**src/streamer_config.svh**
```systemverilog
// Streamer configuration macros for word widths, buffer depths and credit counts
`ifndef STREAMER_CONFIG_SVH
`define STREAMER_CONFIG_SVH

// Data word and byte strobe widths
`define STREAMER_DW 32
`define STREAMER_BW (`STREAMER_DW / 8)

// Word address and job field widths
`define STREAMER_AW 16
`define STREAMER_LEN_W 16

// Slots per load channel
`define LOAD_FIFO_DEPTH 4

// Store FIFO slots matching the Z credits the engine holds after reset
`define STORE_FIFO_DEPTH 2

// Credits the streamer holds per load stream after reset
`define ENGINE_CREDITS 2

`endif
```
**src/streamer_pkg.sv**
```systemverilog
// Streamer package with job descriptors, stream beats and memory port types
`include "streamer_config.svh"

package streamer_pkg;

  // Strided run of one channel with stride and length counted in words
  typedef struct packed {
    logic [`STREAMER_AW-1:0]    base;
    logic [`STREAMER_LEN_W-1:0] stride;
    logic [`STREAMER_LEN_W-1:0] len;
  } chan_cfg_t;

  typedef struct packed {
    chan_cfg_t x;
    chan_cfg_t w;
    chan_cfg_t z;
    logic      z_priority;
  } streamer_job_t;

  // Beat towards the engine on the X and W streams
  typedef struct packed {
    logic [`STREAMER_DW-1:0] data;
    logic                    last;
  } load_beat_t;

  // Beat from the engine on the Z stream
  typedef struct packed {
    logic [`STREAMER_DW-1:0] data;
    logic [`STREAMER_BW-1:0] strb;
  } store_beat_t;

  // Memory request with wen high for a read and low for a write
  typedef struct packed {
    logic                    req;
    logic                    wen;
    logic [`STREAMER_AW-1:0] addr;
    logic [`STREAMER_DW-1:0] wdata;
    logic [`STREAMER_BW-1:0] be;
  } mem_req_t;

  typedef struct packed {
    logic                    gnt;
    logic                    r_valid;
    logic [`STREAMER_DW-1:0] r_data;
  } mem_rsp_t;

endpackage

```
**src/streamer_top.sv**
```systemverilog
// Streamer top level joining the job FSM, address generators, channels and arbiter
`timescale 1ns/1ps
`include "streamer_config.svh"

module streamer_top
  import streamer_pkg::*;
(
  input  logic          clk_i,
  input  logic          reset_i,
  input  logic          start_i,
  input  streamer_job_t job_i,
  output logic          busy_o,
  output logic          done_o,
  output load_beat_t    x_beat_o,
  output logic          x_valid_o,
  input  logic          x_credit_i,
  output load_beat_t    w_beat_o,
  output logic          w_valid_o,
  input  logic          w_credit_i,
  input  store_beat_t   z_beat_i,
  input  logic          z_valid_i,
  output logic          z_credit_o,
  output mem_req_t      mem_req_o,
  input  mem_rsp_t      mem_rsp_i
);

  logic                    run;
  logic                    clear;
  logic                    z_priority_q;
  logic [`STREAMER_AW-1:0] x_addr, w_addr, z_addr;
  logic                    x_active, w_active, z_active;
  logic                    x_last, w_last;
  logic                    x_finished, w_finished, z_finished;
  logic                    x_can_issue, w_can_issue;
  logic                    x_drained, w_drained;
  logic                    x_req, w_req, z_req;
  logic                    x_gnt, w_gnt, z_gnt;
  logic                    x_rsp, w_rsp;
  logic                    z_empty;
  store_beat_t             z_head;

  streamer_fsm i_fsm (
    .clk_i           ( clk_i                 ),
    .reset_i         ( reset_i               ),
    .start_i         ( start_i               ),
    .x_finished_i    ( x_finished            ),
    .w_finished_i    ( w_finished            ),
    .z_finished_i    ( z_finished            ),
    .loads_drained_i ( x_drained & w_drained ),
    .run_o           ( run                   ),
    .clear_o         ( clear                 ),
    .busy_o          ( busy_o                ),
    .done_o          ( done_o                )
  );

  // Priority bit is taken with the rest of the job on start
  always_ff @(posedge clk_i) begin
    if (reset_i) begin
      z_priority_q <= 1'b0;
    end else if (clear) begin
      z_priority_q <= job_i.z_priority;
    end
  end

  stream_addressgen i_x_addr (
    .clk_i, .reset_i, .clear_i ( clear ), .run_i ( run ), .cfg_i ( job_i.x ),
    .advance_i ( x_gnt ), .addr_o ( x_addr ), .active_o ( x_active ),
    .last_o ( x_last ), .finished_o ( x_finished )
  );

  stream_addressgen i_w_addr (
    .clk_i, .reset_i, .clear_i ( clear ), .run_i ( run ), .cfg_i ( job_i.w ),
    .advance_i ( w_gnt ), .addr_o ( w_addr ), .active_o ( w_active ),
    .last_o ( w_last ), .finished_o ( w_finished )
  );

  stream_addressgen i_z_addr (
    .clk_i, .reset_i, .clear_i ( clear ), .run_i ( run ), .cfg_i ( job_i.z ),
    .advance_i ( z_gnt ), .addr_o ( z_addr ), .active_o ( z_active ),
    .last_o ( ), .finished_o ( z_finished )
  );

  load_channel i_x_load (
    .clk_i, .reset_i, .clear_i ( clear ), .issue_i ( x_gnt ), .issue_last_i ( x_last ),
    .rsp_valid_i ( x_rsp ), .rsp_data_i ( mem_rsp_i.r_data ), .can_issue_o ( x_can_issue ),
    .beat_o ( x_beat_o ), .valid_o ( x_valid_o ), .credit_i ( x_credit_i ),
    .drained_o ( x_drained )
  );

  load_channel i_w_load (
    .clk_i, .reset_i, .clear_i ( clear ), .issue_i ( w_gnt ), .issue_last_i ( w_last ),
    .rsp_valid_i ( w_rsp ), .rsp_data_i ( mem_rsp_i.r_data ), .can_issue_o ( w_can_issue ),
    .beat_o ( w_beat_o ), .valid_o ( w_valid_o ), .credit_i ( w_credit_i ),
    .drained_o ( w_drained )
  );

  // Store beats pushed before the job runs wait here for the Z addresses
  stream_fifo #(
    .T     ( store_beat_t      ),
    .DEPTH ( `STORE_FIFO_DEPTH )
  ) i_store_fifo (
    .clk_i, .reset_i, .clear_i ( 1'b0 ), .push_i ( z_valid_i ), .data_i ( z_beat_i ),
    .pop_i ( z_gnt ), .data_o ( z_head ), .empty_o ( z_empty ), .full_o ( )
  );

  assign x_req = x_active & x_can_issue;
  assign w_req = w_active & w_can_issue;
  assign z_req = z_active & ~z_empty;

  tcdm_arbiter i_arbiter (
    .clk_i, .reset_i, .z_priority_i ( z_priority_q ),
    .x_req_i ( x_req ), .w_req_i ( w_req ), .x_addr_i ( x_addr ), .w_addr_i ( w_addr ),
    .z_req_i ( z_req ), .z_addr_i ( z_addr ), .z_beat_i ( z_head ),
    .mem_req_o ( mem_req_o ), .mem_rsp_i ( mem_rsp_i ),
    .x_gnt_o ( x_gnt ), .w_gnt_o ( w_gnt ), .z_gnt_o ( z_gnt ),
    .x_rsp_o ( x_rsp ), .w_rsp_o ( w_rsp )
  );

  // Each granted store frees one engine slot
  assign z_credit_o = z_gnt;

endmodule

```
**src/tcdm_arbiter.sv**
```systemverilog
// Memory port arbiter for the X, W and Z channels with read response routing
`timescale 1ns/1ps
`include "streamer_config.svh"

module tcdm_arbiter
  import streamer_pkg::*;
(
  input  logic                    clk_i,
  input  logic                    reset_i,
  input  logic                    z_priority_i,
  input  logic                    x_req_i,
  input  logic                    w_req_i,
  input  logic [`STREAMER_AW-1:0] x_addr_i,
  input  logic [`STREAMER_AW-1:0] w_addr_i,
  input  logic                    z_req_i,
  input  logic [`STREAMER_AW-1:0] z_addr_i,
  input  store_beat_t             z_beat_i,
  output mem_req_t                mem_req_o,
  input  mem_rsp_t                mem_rsp_i,
  output logic                    x_gnt_o,
  output logic                    w_gnt_o,
  output logic                    z_gnt_o,
  output logic                    x_rsp_o,
  output logic                    w_rsp_o
);

  typedef enum logic [1:0] {
    SEL_NONE,
    SEL_X,
    SEL_W,
    SEL_Z
  } sel_e;

  sel_e load_sel;
  sel_e free_sel;
  sel_e sel;
  sel_e lock_sel_q;
  logic lock_q;
  logic rr_w_q;
  logic x_rd_q;
  logic w_rd_q;

  // Round robin between the loads, W first when rr_w_q is set
  always_comb begin
    load_sel = SEL_NONE;
    if (x_req_i && w_req_i) begin
      load_sel = rr_w_q ? SEL_W : SEL_X;
    end else if (x_req_i) begin
      load_sel = SEL_X;
    end else if (w_req_i) begin
      load_sel = SEL_W;
    end
  end

  assign free_sel = (z_req_i && (z_priority_i || load_sel == SEL_NONE)) ? SEL_Z : load_sel;

  // A pending request keeps its owner until granted
  assign sel = lock_q ? lock_sel_q : free_sel;

  always_comb begin
    mem_req_o.req   = (sel != SEL_NONE);
    mem_req_o.wen   = (sel != SEL_Z);
    mem_req_o.wdata = z_beat_i.data;
    mem_req_o.be    = (sel == SEL_Z) ? z_beat_i.strb : '1;
    case (sel)
      SEL_W:   mem_req_o.addr = w_addr_i;
      SEL_Z:   mem_req_o.addr = z_addr_i;
      default: mem_req_o.addr = x_addr_i;
    endcase
  end

  assign x_gnt_o = (sel == SEL_X) & mem_rsp_i.gnt;
  assign w_gnt_o = (sel == SEL_W) & mem_rsp_i.gnt;
  assign z_gnt_o = (sel == SEL_Z) & mem_rsp_i.gnt;

  // Read data returns one cycle after the grant
  assign x_rsp_o = x_rd_q & mem_rsp_i.r_valid;
  assign w_rsp_o = w_rd_q & mem_rsp_i.r_valid;

  always_ff @(posedge clk_i) begin
    if (reset_i) begin
      lock_q     <= 1'b0;
      lock_sel_q <= SEL_NONE;
      rr_w_q     <= 1'b0;
      x_rd_q     <= 1'b0;
      w_rd_q     <= 1'b0;
    end else begin
      lock_q     <= mem_req_o.req & ~mem_rsp_i.gnt;
      lock_sel_q <= sel;
      x_rd_q     <= x_gnt_o;
      w_rd_q     <= w_gnt_o;
      if (x_gnt_o) begin
        rr_w_q <= 1'b1;
      end else if (w_gnt_o) begin
        rr_w_q <= 1'b0;
      end
    end
  end

endmodule

```
**src/load_channel.sv**
```systemverilog
// Load channel buffer with slot reservation and credit-based output to the engine
`timescale 1ns/1ps
`include "streamer_config.svh"

module load_channel
  import streamer_pkg::*;
(
  input  logic                    clk_i,
  input  logic                    reset_i,
  input  logic                    clear_i,
  input  logic                    issue_i,
  input  logic                    issue_last_i,
  input  logic                    rsp_valid_i,
  input  logic [`STREAMER_DW-1:0] rsp_data_i,
  output logic                    can_issue_o,
  output load_beat_t              beat_o,
  output logic                    valid_o,
  input  logic                    credit_i,
  output logic                    drained_o
);

  localparam int unsigned SLOT_W = $clog2(`LOAD_FIFO_DEPTH + 1);
  localparam int unsigned CRED_W = $clog2(`ENGINE_CREDITS + 1);

  logic [SLOT_W-1:0] reserved_q;
  logic [CRED_W-1:0] credits_q;
  logic              rsp_last;
  logic              fifo_empty;
  logic              pop;
  load_beat_t        rsp_beat;

  // Last flags in issue order, one per read in flight
  stream_fifo #(
    .T     ( logic            ),
    .DEPTH ( `LOAD_FIFO_DEPTH )
  ) i_last_queue (
    .clk_i   ( clk_i        ),
    .reset_i ( reset_i      ),
    .clear_i ( clear_i      ),
    .push_i  ( issue_i      ),
    .data_i  ( issue_last_i ),
    .pop_i   ( rsp_valid_i  ),
    .data_o  ( rsp_last     ),
    .empty_o (              ),
    .full_o  (              )
  );

  assign rsp_beat = '{data: rsp_data_i, last: rsp_last};

  stream_fifo #(
    .T     ( load_beat_t      ),
    .DEPTH ( `LOAD_FIFO_DEPTH )
  ) i_beat_fifo (
    .clk_i   ( clk_i       ),
    .reset_i ( reset_i     ),
    .clear_i ( clear_i     ),
    .push_i  ( rsp_valid_i ),
    .data_i  ( rsp_beat    ),
    .pop_i   ( pop         ),
    .data_o  ( beat_o      ),
    .empty_o ( fifo_empty  ),
    .full_o  (             )
  );

  assign valid_o = ~fifo_empty & (credits_q != '0);
  assign pop     = valid_o;

  // A slot counts from its issue until the beat leaves for the engine
  always_ff @(posedge clk_i) begin
    if (reset_i || clear_i) begin
      reserved_q <= '0;
    end else begin
      reserved_q <= reserved_q + SLOT_W'(issue_i) - SLOT_W'(pop);
    end
  end

  // Engine credits carry over from one job to the next
  always_ff @(posedge clk_i) begin
    if (reset_i) begin
      credits_q <= CRED_W'(`ENGINE_CREDITS);
    end else begin
      credits_q <= credits_q + CRED_W'(credit_i) - CRED_W'(pop);
    end
  end

  assign can_issue_o = (reserved_q < SLOT_W'(`LOAD_FIFO_DEPTH));
  assign drained_o   = (reserved_q == '0);

endmodule

```
**src/stream_fifo.sv**
```systemverilog
// Stream FIFO as a circular buffer for any packed payload type
`timescale 1ns/1ps

module stream_fifo #(
  parameter type         T     = logic,
  parameter int unsigned DEPTH = 2
) (
  input  logic clk_i,
  input  logic reset_i,
  input  logic clear_i,
  input  logic push_i,
  input  T     data_i,
  input  logic pop_i,
  output T     data_o,
  output logic empty_o,
  output logic full_o
);

  localparam int unsigned PTR_W = (DEPTH > 1) ? $clog2(DEPTH) : 1;
  localparam int unsigned CNT_W = $clog2(DEPTH + 1);

  T                 mem_q [DEPTH];
  logic [PTR_W-1:0] wr_ptr_q;
  logic [PTR_W-1:0] rd_ptr_q;
  logic [CNT_W-1:0] count_q;
  logic             do_push;
  logic             do_pop;

  function automatic logic [PTR_W-1:0] next_ptr(input logic [PTR_W-1:0] ptr);
    return (ptr == PTR_W'(DEPTH - 1)) ? '0 : ptr + 1'b1;
  endfunction

  assign empty_o = (count_q == '0);
  assign full_o  = (count_q == CNT_W'(DEPTH));
  assign do_push = push_i & ~full_o;
  assign do_pop  = pop_i & ~empty_o;
  assign data_o  = mem_q[rd_ptr_q];

  always_ff @(posedge clk_i) begin
    if (reset_i || clear_i) begin
      wr_ptr_q <= '0;
      rd_ptr_q <= '0;
      count_q  <= '0;
    end else begin
      if (do_push) begin
        wr_ptr_q <= next_ptr(wr_ptr_q);
      end
      if (do_pop) begin
        rd_ptr_q <= next_ptr(rd_ptr_q);
      end
      count_q <= count_q + CNT_W'(do_push) - CNT_W'(do_pop);
    end
  end

  always_ff @(posedge clk_i) begin
    if (do_push) begin
      mem_q[wr_ptr_q] <= data_i;
    end
  end

endmodule

```
**src/stream_addressgen.sv**
```systemverilog
// Stream address generator that walks a strided run of words for one channel
`timescale 1ns/1ps
`include "streamer_config.svh"

module stream_addressgen
  import streamer_pkg::*;
(
  input  logic                    clk_i,
  input  logic                    reset_i,
  input  logic                    clear_i,
  input  logic                    run_i,
  input  chan_cfg_t               cfg_i,
  input  logic                    advance_i,
  output logic [`STREAMER_AW-1:0] addr_o,
  output logic                    active_o,
  output logic                    last_o,
  output logic                    finished_o
);

  chan_cfg_t                  cfg_q;
  logic [`STREAMER_LEN_W-1:0] count_q;
  logic [`STREAMER_AW-1:0]    addr_q;

  // Job fields are latched when the channel is cleared
  always_ff @(posedge clk_i) begin
    if (reset_i) begin
      cfg_q   <= '0;
      count_q <= '0;
      addr_q  <= '0;
    end else if (clear_i) begin
      cfg_q   <= cfg_i;
      count_q <= '0;
      addr_q  <= cfg_i.base;
    end else if (advance_i) begin
      count_q <= count_q + 1'b1;
      addr_q  <= addr_q + `STREAMER_AW'(cfg_q.stride);
    end
  end

  assign addr_o   = addr_q;
  assign active_o = run_i & (count_q < cfg_q.len);

  // Never matches for a zero length run
  assign last_o = (cfg_q.len != '0) & (count_q == cfg_q.len - 1'b1);

  assign finished_o = (count_q >= cfg_q.len);

endmodule

```
**src/streamer_fsm.sv**
```systemverilog
// Streamer job FSM that launches the channels and detects the end of a job
`timescale 1ns/1ps

module streamer_fsm (
  input  logic clk_i,
  input  logic reset_i,
  input  logic start_i,
  input  logic x_finished_i,
  input  logic w_finished_i,
  input  logic z_finished_i,
  input  logic loads_drained_i,
  output logic run_o,
  output logic clear_o,
  output logic busy_o,
  output logic done_o
);

  typedef enum logic [1:0] {
    IDLE,
    RUN,
    DONE
  } state_e;

  state_e state_q;
  state_e state_d;
  logic   job_complete;

  // Every address issued and every loaded word handed to the engine
  assign job_complete = x_finished_i & w_finished_i & z_finished_i & loads_drained_i;

  always_comb begin
    state_d = state_q;
    case (state_q)
      IDLE: begin
        if (start_i) begin
          state_d = RUN;
        end
      end
      RUN: begin
        if (job_complete) begin
          state_d = DONE;
        end
      end
      default: begin
        state_d = IDLE;
      end
    endcase
  end

  always_ff @(posedge clk_i) begin
    if (reset_i) begin
      state_q <= IDLE;
    end else begin
      state_q <= state_d;
    end
  end

  // Clear lands on the same edge that enters RUN
  assign clear_o = (state_q == IDLE) & start_i;
  assign run_o   = (state_q == RUN);
  assign busy_o  = (state_q != IDLE);
  assign done_o  = (state_q == DONE);

endmodule

```
**config.mk**
```make
export PLATFORM = sky130hd
export DESIGN_NAME = streamer_top
export DESIGN_NICKNAME = d
export VERILOG_FILES = /design/src/streamer_pkg.sv /design/src/streamer_top.sv /design/src/tcdm_arbiter.sv /design/src/load_channel.sv /design/src/stream_fifo.sv /design/src/stream_addressgen.sv /design/src/streamer_fsm.sv
export VERILOG_INCLUDE_DIRS = /design/src /design/src/src
export SDC_FILE = /design/constraint.sdc
export NUM_CORES = 1
export LEC_CHECK = 0
export ABC_AREA = 0
export BUFFER_PORTS_ARGS = -buffer_cell sky130_fd_sc_hd__clkbuf_2
export CAP_MARGIN = 30
export CORE_MARGIN = 2
export CORE_UTILIZATION = 50
export CTS_CLUSTER_DIAMETER = 40
export DETAILED_ROUTE_END_ITERATION = 10
export PLACE_DENSITY_LB_ADDON = 0.25
export SLEW_MARGIN = 20
export SYNTH_ARGS = -nofsm -noshare
export SYNTH_HDL_FRONTEND = slang
export SYNTH_HIERARCHICAL = 1
export SYNTH_SLANG_ARGS = --single-unit
```
**constraint.sdc**
```tcl
create_clock -name clk_i -period 4.9 [get_ports clk_i]
set_clock_uncertainty 0.05 [all_clocks]
set_input_delay 0.98 -clock clk_i [delete_from_list [all_inputs] [get_ports clk_i]]
set_output_delay 0.98 -clock clk_i [all_outputs]
set_load 0.01 [all_outputs]
```
-- Yosys cells after proc, flatten, opt, wreduce, memory -nomap -nowiden
Memory sizes are Yosys's and may differ from the RTL's. A register that Yosys moved wholly into a read port is not among the register bits.
Index checks and enable logic that the tools add are counted.
- flip-flop bits (word level): 243
- bits in writable memories: 344
- bits of input ports: 221
- output and inout bits: 125
- logic and storage cells: 226
- memories kept: 5
- memory list (name ; words ; width ; read ports ; clocked after Yosys merged registers in ; write ports ; line ; text):
    i_w_load.i_beat_fifo.mem_q ; 4 ; 33 ; 1 ; 1 ; 1 ; stream_fifo.sv:22 ; T mem_q [DEPTH];
    i_x_load.i_beat_fifo.mem_q ; 4 ; 33 ; 1 ; 1 ; 1 ; stream_fifo.sv:22 ;
    i_store_fifo.mem_q ; 2 ; 36 ; 1 ; 1 ; 1 ; stream_fifo.sv:22 ;
    i_w_load.i_last_queue.mem_q ; 4 ; 1 ; 1 ; 1 ; 1 ; stream_fifo.sv:22 ;
    i_x_load.i_last_queue.mem_q ; 4 ; 1 ; 1 ; 1 ; 1 ; stream_fifo.sv:22 ;
- add/sub/neg operators: 36
- magnitude comparators: 8
- equality and inequality tests: 23
- mux-type cells: 49
- bitwise operators: 42
- reduce and logical (&&, ||, !) cells: 25
- operator list (cell ; count):
    $mux W16 ; 6
    $add A16 B1 Y16 const B ; 3
    $add A16 B16 Y16 ; 3
    $ge A16 B16 Y1 ; 3
    $lt A16 B16 Y1 ; 3
    $mux W2 ; 24
    $eq A16 B16 Y1 ; 2
    $pmux W16 S2 ; 1
    $reduce_bool A16 Y1 ; 2
    $sub A16 B1 Y16 const B ; 2
    $and A1 B1 Y1 ; 31
    $eq A2 B2 Y1 const B ; 12
    $add A3 B1 Y3 ; 6
    $logic_not A3 Y1 ; 6
    $sub A3 B1 Y3 ; 6
    $add A2 B1 Y2 const B ; 8
    $mux W1 ; 16
    $reduce_bool A2 Y1 ; 8
    $eq A3 B3 Y1 const B ; 4
    $not A1 Y1 ; 11
    $add A2 B1 Y2 ; 3
    $logic_not A2 Y1 ; 3
    $lt A3 B3 Y1 const B ; 2
    $ne A2 B2 Y1 const B ; 3
    9 further kinds ; 15

-- Longest topological paths before layout
- depth after elaboration: 16
- mapped depth: 25

-- Modules after synthesis
Netlist, hierarchy kept.
- modules (own cells, without submodules) (module ; times used ; cells an instance ; area each (um^2)):
    stream_addressgen ; 3 ; 482 ; 4102.7
    stream_fifo at i_w_load.i_beat_fifo ... ; 2 ; 227 ; 5263.8
    stream_fifo at i_store_fifo ; 1 ; 141 ; 2837.7
    stream_fifo at i_w_load.i_last_queue ... ; 2 ; 58 ; 635.6
    tcdm_arbiter ; 1 ; 126 ; 938.4
    load_channel ; 2 ; 27 ; 279.0
    streamer_fsm ; 1 ; 12 ; 115.1
    streamer_top ; 1 ; 8 ; 62.6

-- Worst setup path before layout
No wires, ideal clock.
- kind: reg2reg
- start point: reg i_z_addr/cfg_q[9] (netlist name)
- end point: reg i_w_load.i_last_queue.count_q[2]
- library setup time: 115 ps
- arrival time: 4767 ps
- data required time: 4735 ps
- slack: -31 ps
- stages on the path, launching flop included: 26
- path buffers: 2
- cells stage by stage: dfxtp_1 > clkbuf_1 > inv_1 > ha_1 > a21oi_1 > nor2b_1 > o21ai_0 > a21oi_1 > o32ai_1 > and2_1 > nor2b_1 > nor2b_2 > a32oi_2 > and2_1 > buf_2 > nor3_1 > and2_4 > inv_1 > ha_1 > inv_1 > ha_1 > inv_1 > fa_1 > xnor2_1 > xnor2_1 > and2_1
- longest elaborated chain between the ends: 11
- RTL lines (element ; line ; text):
    start, declared ; stream_addressgen.sv:20 ; chan_cfg_t cfg_q;
    start signal, assigned ; stream_addressgen.sv:31 ; cfg_q <= cfg_i;
    $lt A16 B16 Y1 ; stream_addressgen.sv:41 ; assign active_o = run_i & (count_q < cfg_q.len);
    $and A1 B1 Y1 ; stream_addressgen.sv:41 ;
    net z_active ; streamer_top.sv:31 ; logic x_active, w_active, z_active;
    $and A1 B1 Y1 ; streamer_top.sv:108 ; assign z_req = z_active & ~z_empty;
    net z_req ; streamer_top.sv:36 ; logic x_req, w_req, z_req;
    $logic_and A1 B1 Y1 ; tcdm_arbiter.sv:55 ; assign free_sel = (z_req_i && (z_priority_i || load_sel == SEL_NONE)) ? SEL_Z : load_sel;
    $mux W2 ; tcdm_arbiter.sv:55 ;
    $mux W2 ; tcdm_arbiter.sv:58 ; assign sel = lock_q ? lock_sel_q : free_sel;
    $eq A2 B2 Y1 ; tcdm_arbiter.sv:73 ; assign w_gnt_o = (sel == SEL_W) & mem_rsp_i.gnt;
    $and A1 B1 Y1 ; tcdm_arbiter.sv:73 ;
    net w_gnt ; streamer_top.sv:37 ; logic x_gnt, w_gnt, z_gnt;
    $and A1 B1 Y1 ; stream_fifo.sv:35 ; assign do_push = push_i & ~full_o;
    $add A3 B1 Y3 ; stream_fifo.sv:51 ; count_q <= count_q + CNT_W'(do_push) - CNT_W'(do_pop);
    $sub A3 B1 Y3 ; stream_fifo.sv:51 ;
    end signal, assigned ; stream_fifo.sv:51 ;
    end, declared ; stream_fifo.sv:25 ; logic [CNT_W-1:0] count_q;
The timed path passes the listed nets, and every way through them passes these cells.
A chain may end at the register's enable or synchronous reset.

==> flow_summary.yaml <==
logic_synthesis:
  netlist_instances: 2282
  syn_area_per_cell_um2: 12.3
  syn_area_um2: 28100
  synth_warnings: 6
  syn_nets: 2646
worst_setup_path:
  startpoint_type: "flip-flop"
  endpoint_kind: "output port"
  cp_data_required_time_ns: 3.87
  setup.worst_path.class: "flip-flop to output port"
  arrival_ns: 3.70
  worst_path_largest_cell_delay_ns: 0.43
  cp_slowest_cell: "o31ai_1"
  cp_cell_sequence: "ha_1, nand4_1, o31ai_1, o32ai_4, and2_1, and2_4, nor2b_1, buf_4, a221oi_4, buf_6, buf_16, mux2i_1, o21ai_1, buf_2"
  regToRegSetupSlack_ns: 0.37
  path_max_fanout: 9
clock_network:
  cts_inserted_buffers: 90
  hold_buffers: 0
  cts_sinks: 596
  path_clk_slew_ns: 0.06
  clkLatencyLatePin_ns: 0.64
  clockBufferDepth: 3
  htree_levels: 3
  cts_root_buf: "clkbuf_16"
  cts_tree: "done"
die:
  die_area_um2: 58100
  die_h_um: 241
  rows: 86
  coreArea_um2: 55300
  io_pins: 346
  die_w_um: 241
  initial_core_util_pct: 50.8
timing:
  drv_slew: 0
  hold-worst-slack_ns: 0.443
  fin_tns_setup_ns: 0
  tightest_slew_ns: 0.889
  finalCritPeriodShare_pct: 96.5
  finalHoldViolCount: 0
  relSlewSlack_pct: 40.7
  setup_violations: 0
  max_freq_ghz: 0.211
  period_minus_slack_ns: 4.73
cells_and_area:
  layout.nets: 3020
  final_cell_area_um2: 34000
  syn_to_final_growth_pct: 21.0
  drive_above_1_share_pct: 27.1
  final_cell_count_no_fill: 3483
power_and_ir_drop:
  p_leak_uw: 0.0134
  power_uw: 13200
  powerDensity_nw_per_um2: 388
  peakVddDrop_mv: 0.279
routing:
  ant_nets: 0
  viasPerCell: 5.50
  dr.pass1.iters: 5
  drc: 0
  drtIter0Drc: 1171
  vias: 19200
  drt-total-wl_um: 67400
  wl_per_cell_um: 19.4
status:
  status: "complete, no violations"
grt:
  grt_max_degree: 92
  gr-total-overflow: 0
  grt_pass1_vias: 19600
  grt_antenna_before_repair: 9
  grt_first_pass_wirelength_um: 104000
  grt_usage_pct: 23.1
hold_path:
  hp-class: "flip-flop to flip-flop"
placement:
  port_buffers: 345
  finalWeightedCongestion: 0.875
  numPlacedInstances: 3302
  dp_hpwl_um: 46800
  placed_cell_area_um2: 30500
job:
  max_cap_violations: 0
-- worst max-delay path: cells and delay by family, from the launching register on --
kind / cells / cell delay (ns)
mux: 1 / 0.19
buf+inv: 4 / 0.60
fa+ha+maj: 1 / 0.29
simple gates: 4 / 0.66
flops: 1 / 0.37
compound gates: 4 / 0.97
-- where the power goes --
group	total [uW]	internal (uW)	switching, uW
sequential	5540	5430	104
combinational	1200	523	676
clock	6450	3930	2520
-- path summary, 6_finish.rpt --
check	start	end	depth (start not counted)
setup / recovery	i_x_addr/count_q[12]	mem_req_o[43]	14
hold / removal	i_z_addr/cfg_q[4]	i_z_addr/cfg_q[4]	2
setup reg to reg	i_w_addr/cfg_q[12]	i_x_load/i_last_queue/count_q[2]	24
hold reg to reg	i_z_addr/cfg_q[4]	i_z_addr/cfg_q[4]	2
-- layout by cell type (no fill, tap or decap), drive strengths merged, types with 6 or more instances in the layout --
cell and n:
xor2 57, a211oi 15, nand2b 11, a21o 15, nor4 10, xnor2 75
and2 34, fa 9, clkbuf 439, clkinvlp 10, nor2b 23, ha 134
and3 28, nand4 44, or2 11, a21oi 72, dfxtp 252, mux2i 141
o21ai 82, buf 67, o22ai 18, o21a 22, a31oi 13, nor3b 13
a221oi 10, bufinv 8, nand3 48, mux4 68, nor3 39, edfxtp 344
nor2 229, mux2 39, inv 142, nand2 81, o211ai 12, a22oi 16
and4 8, o31ai 11, clkinv 34, o32ai 6
-- area by class of cell --
cell class | count | area, um2
inverter | 124 | 465
timing repair buffer | 410 | 2380
tap | 748 | 936
sequential | 596 | 15400
fill | 4383 | 21300
clock inverter | 70 | 841
clock buffer | 96 | 2290
multi-input combinational | 1434 | 11600
antenna | 5 | 12.5
-- registers in the layout (all words and copies together), names as in the netlist, 3 cells and up, named ones only --
| name | flops |
|---|---|
| i_w_load/i_last_queue/mem_q | 4 |
| i_x_addr/count_q | 16 |
| i_x_load/i_beat_fifo/mem_q | 132 |
| i_x_addr/cfg_q | 32 |
| i_x_addr/addr_o | 16 |
| i_w_addr/count_q | 16 |
| i_w_addr/cfg_q | 32 |
| i_z_addr/count_q | 16 |
| i_w_load/i_last_queue/count_q | 3 |
| i_w_addr/addr_o | 16 |
| i_w_load/reserved_q | 3 |
| i_z_addr/addr_o | 16 |
| i_x_load/i_last_queue/count_q | 3 |
| i_w_load/i_beat_fifo/count_q | 3 |
| i_x_load/i_last_queue/mem_q | 4 |
| i_store_fifo/mem_q | 72 |
| i_z_addr/cfg_q | 32 |
| i_x_load/i_beat_fifo/count_q | 3 |
| i_w_load/i_beat_fifo/mem_q | 132 |
| i_x_load/reserved_q | 3 |
-- per-stage QoR --
step | utilization [%] | worst slack, ns
after floorplan | - | 0.0344
after global placement | 55.1 | 0.155
after detailed placement | 55.2 | 0.0868
after CTS | 61.0 | 0.00633
after global routing | 61.4 | -0.00879
final | 61.4 | 0.171
-- timing repair --
item | 4_1_cts | 5_1_grt
setup endpoints to repair | 22 | 23
pin swaps | 3 | 10
resized for setup | 15 | 40
cloned | 1 | 0
buffers inserted | 3 | 4
-- metal layers --
metal / up-vias / share of wire, % / track usage (%)
met4: 8 / 3.3 / 9.58
met5: - / 0.076 / 0
li1: 9125 / - / -
met3: 125 / 6.5 / 4.99
met1: 9358 / 41 / 28.3
met2: 544 / 49 / 39.5
(Power assumes the default switching activity.)
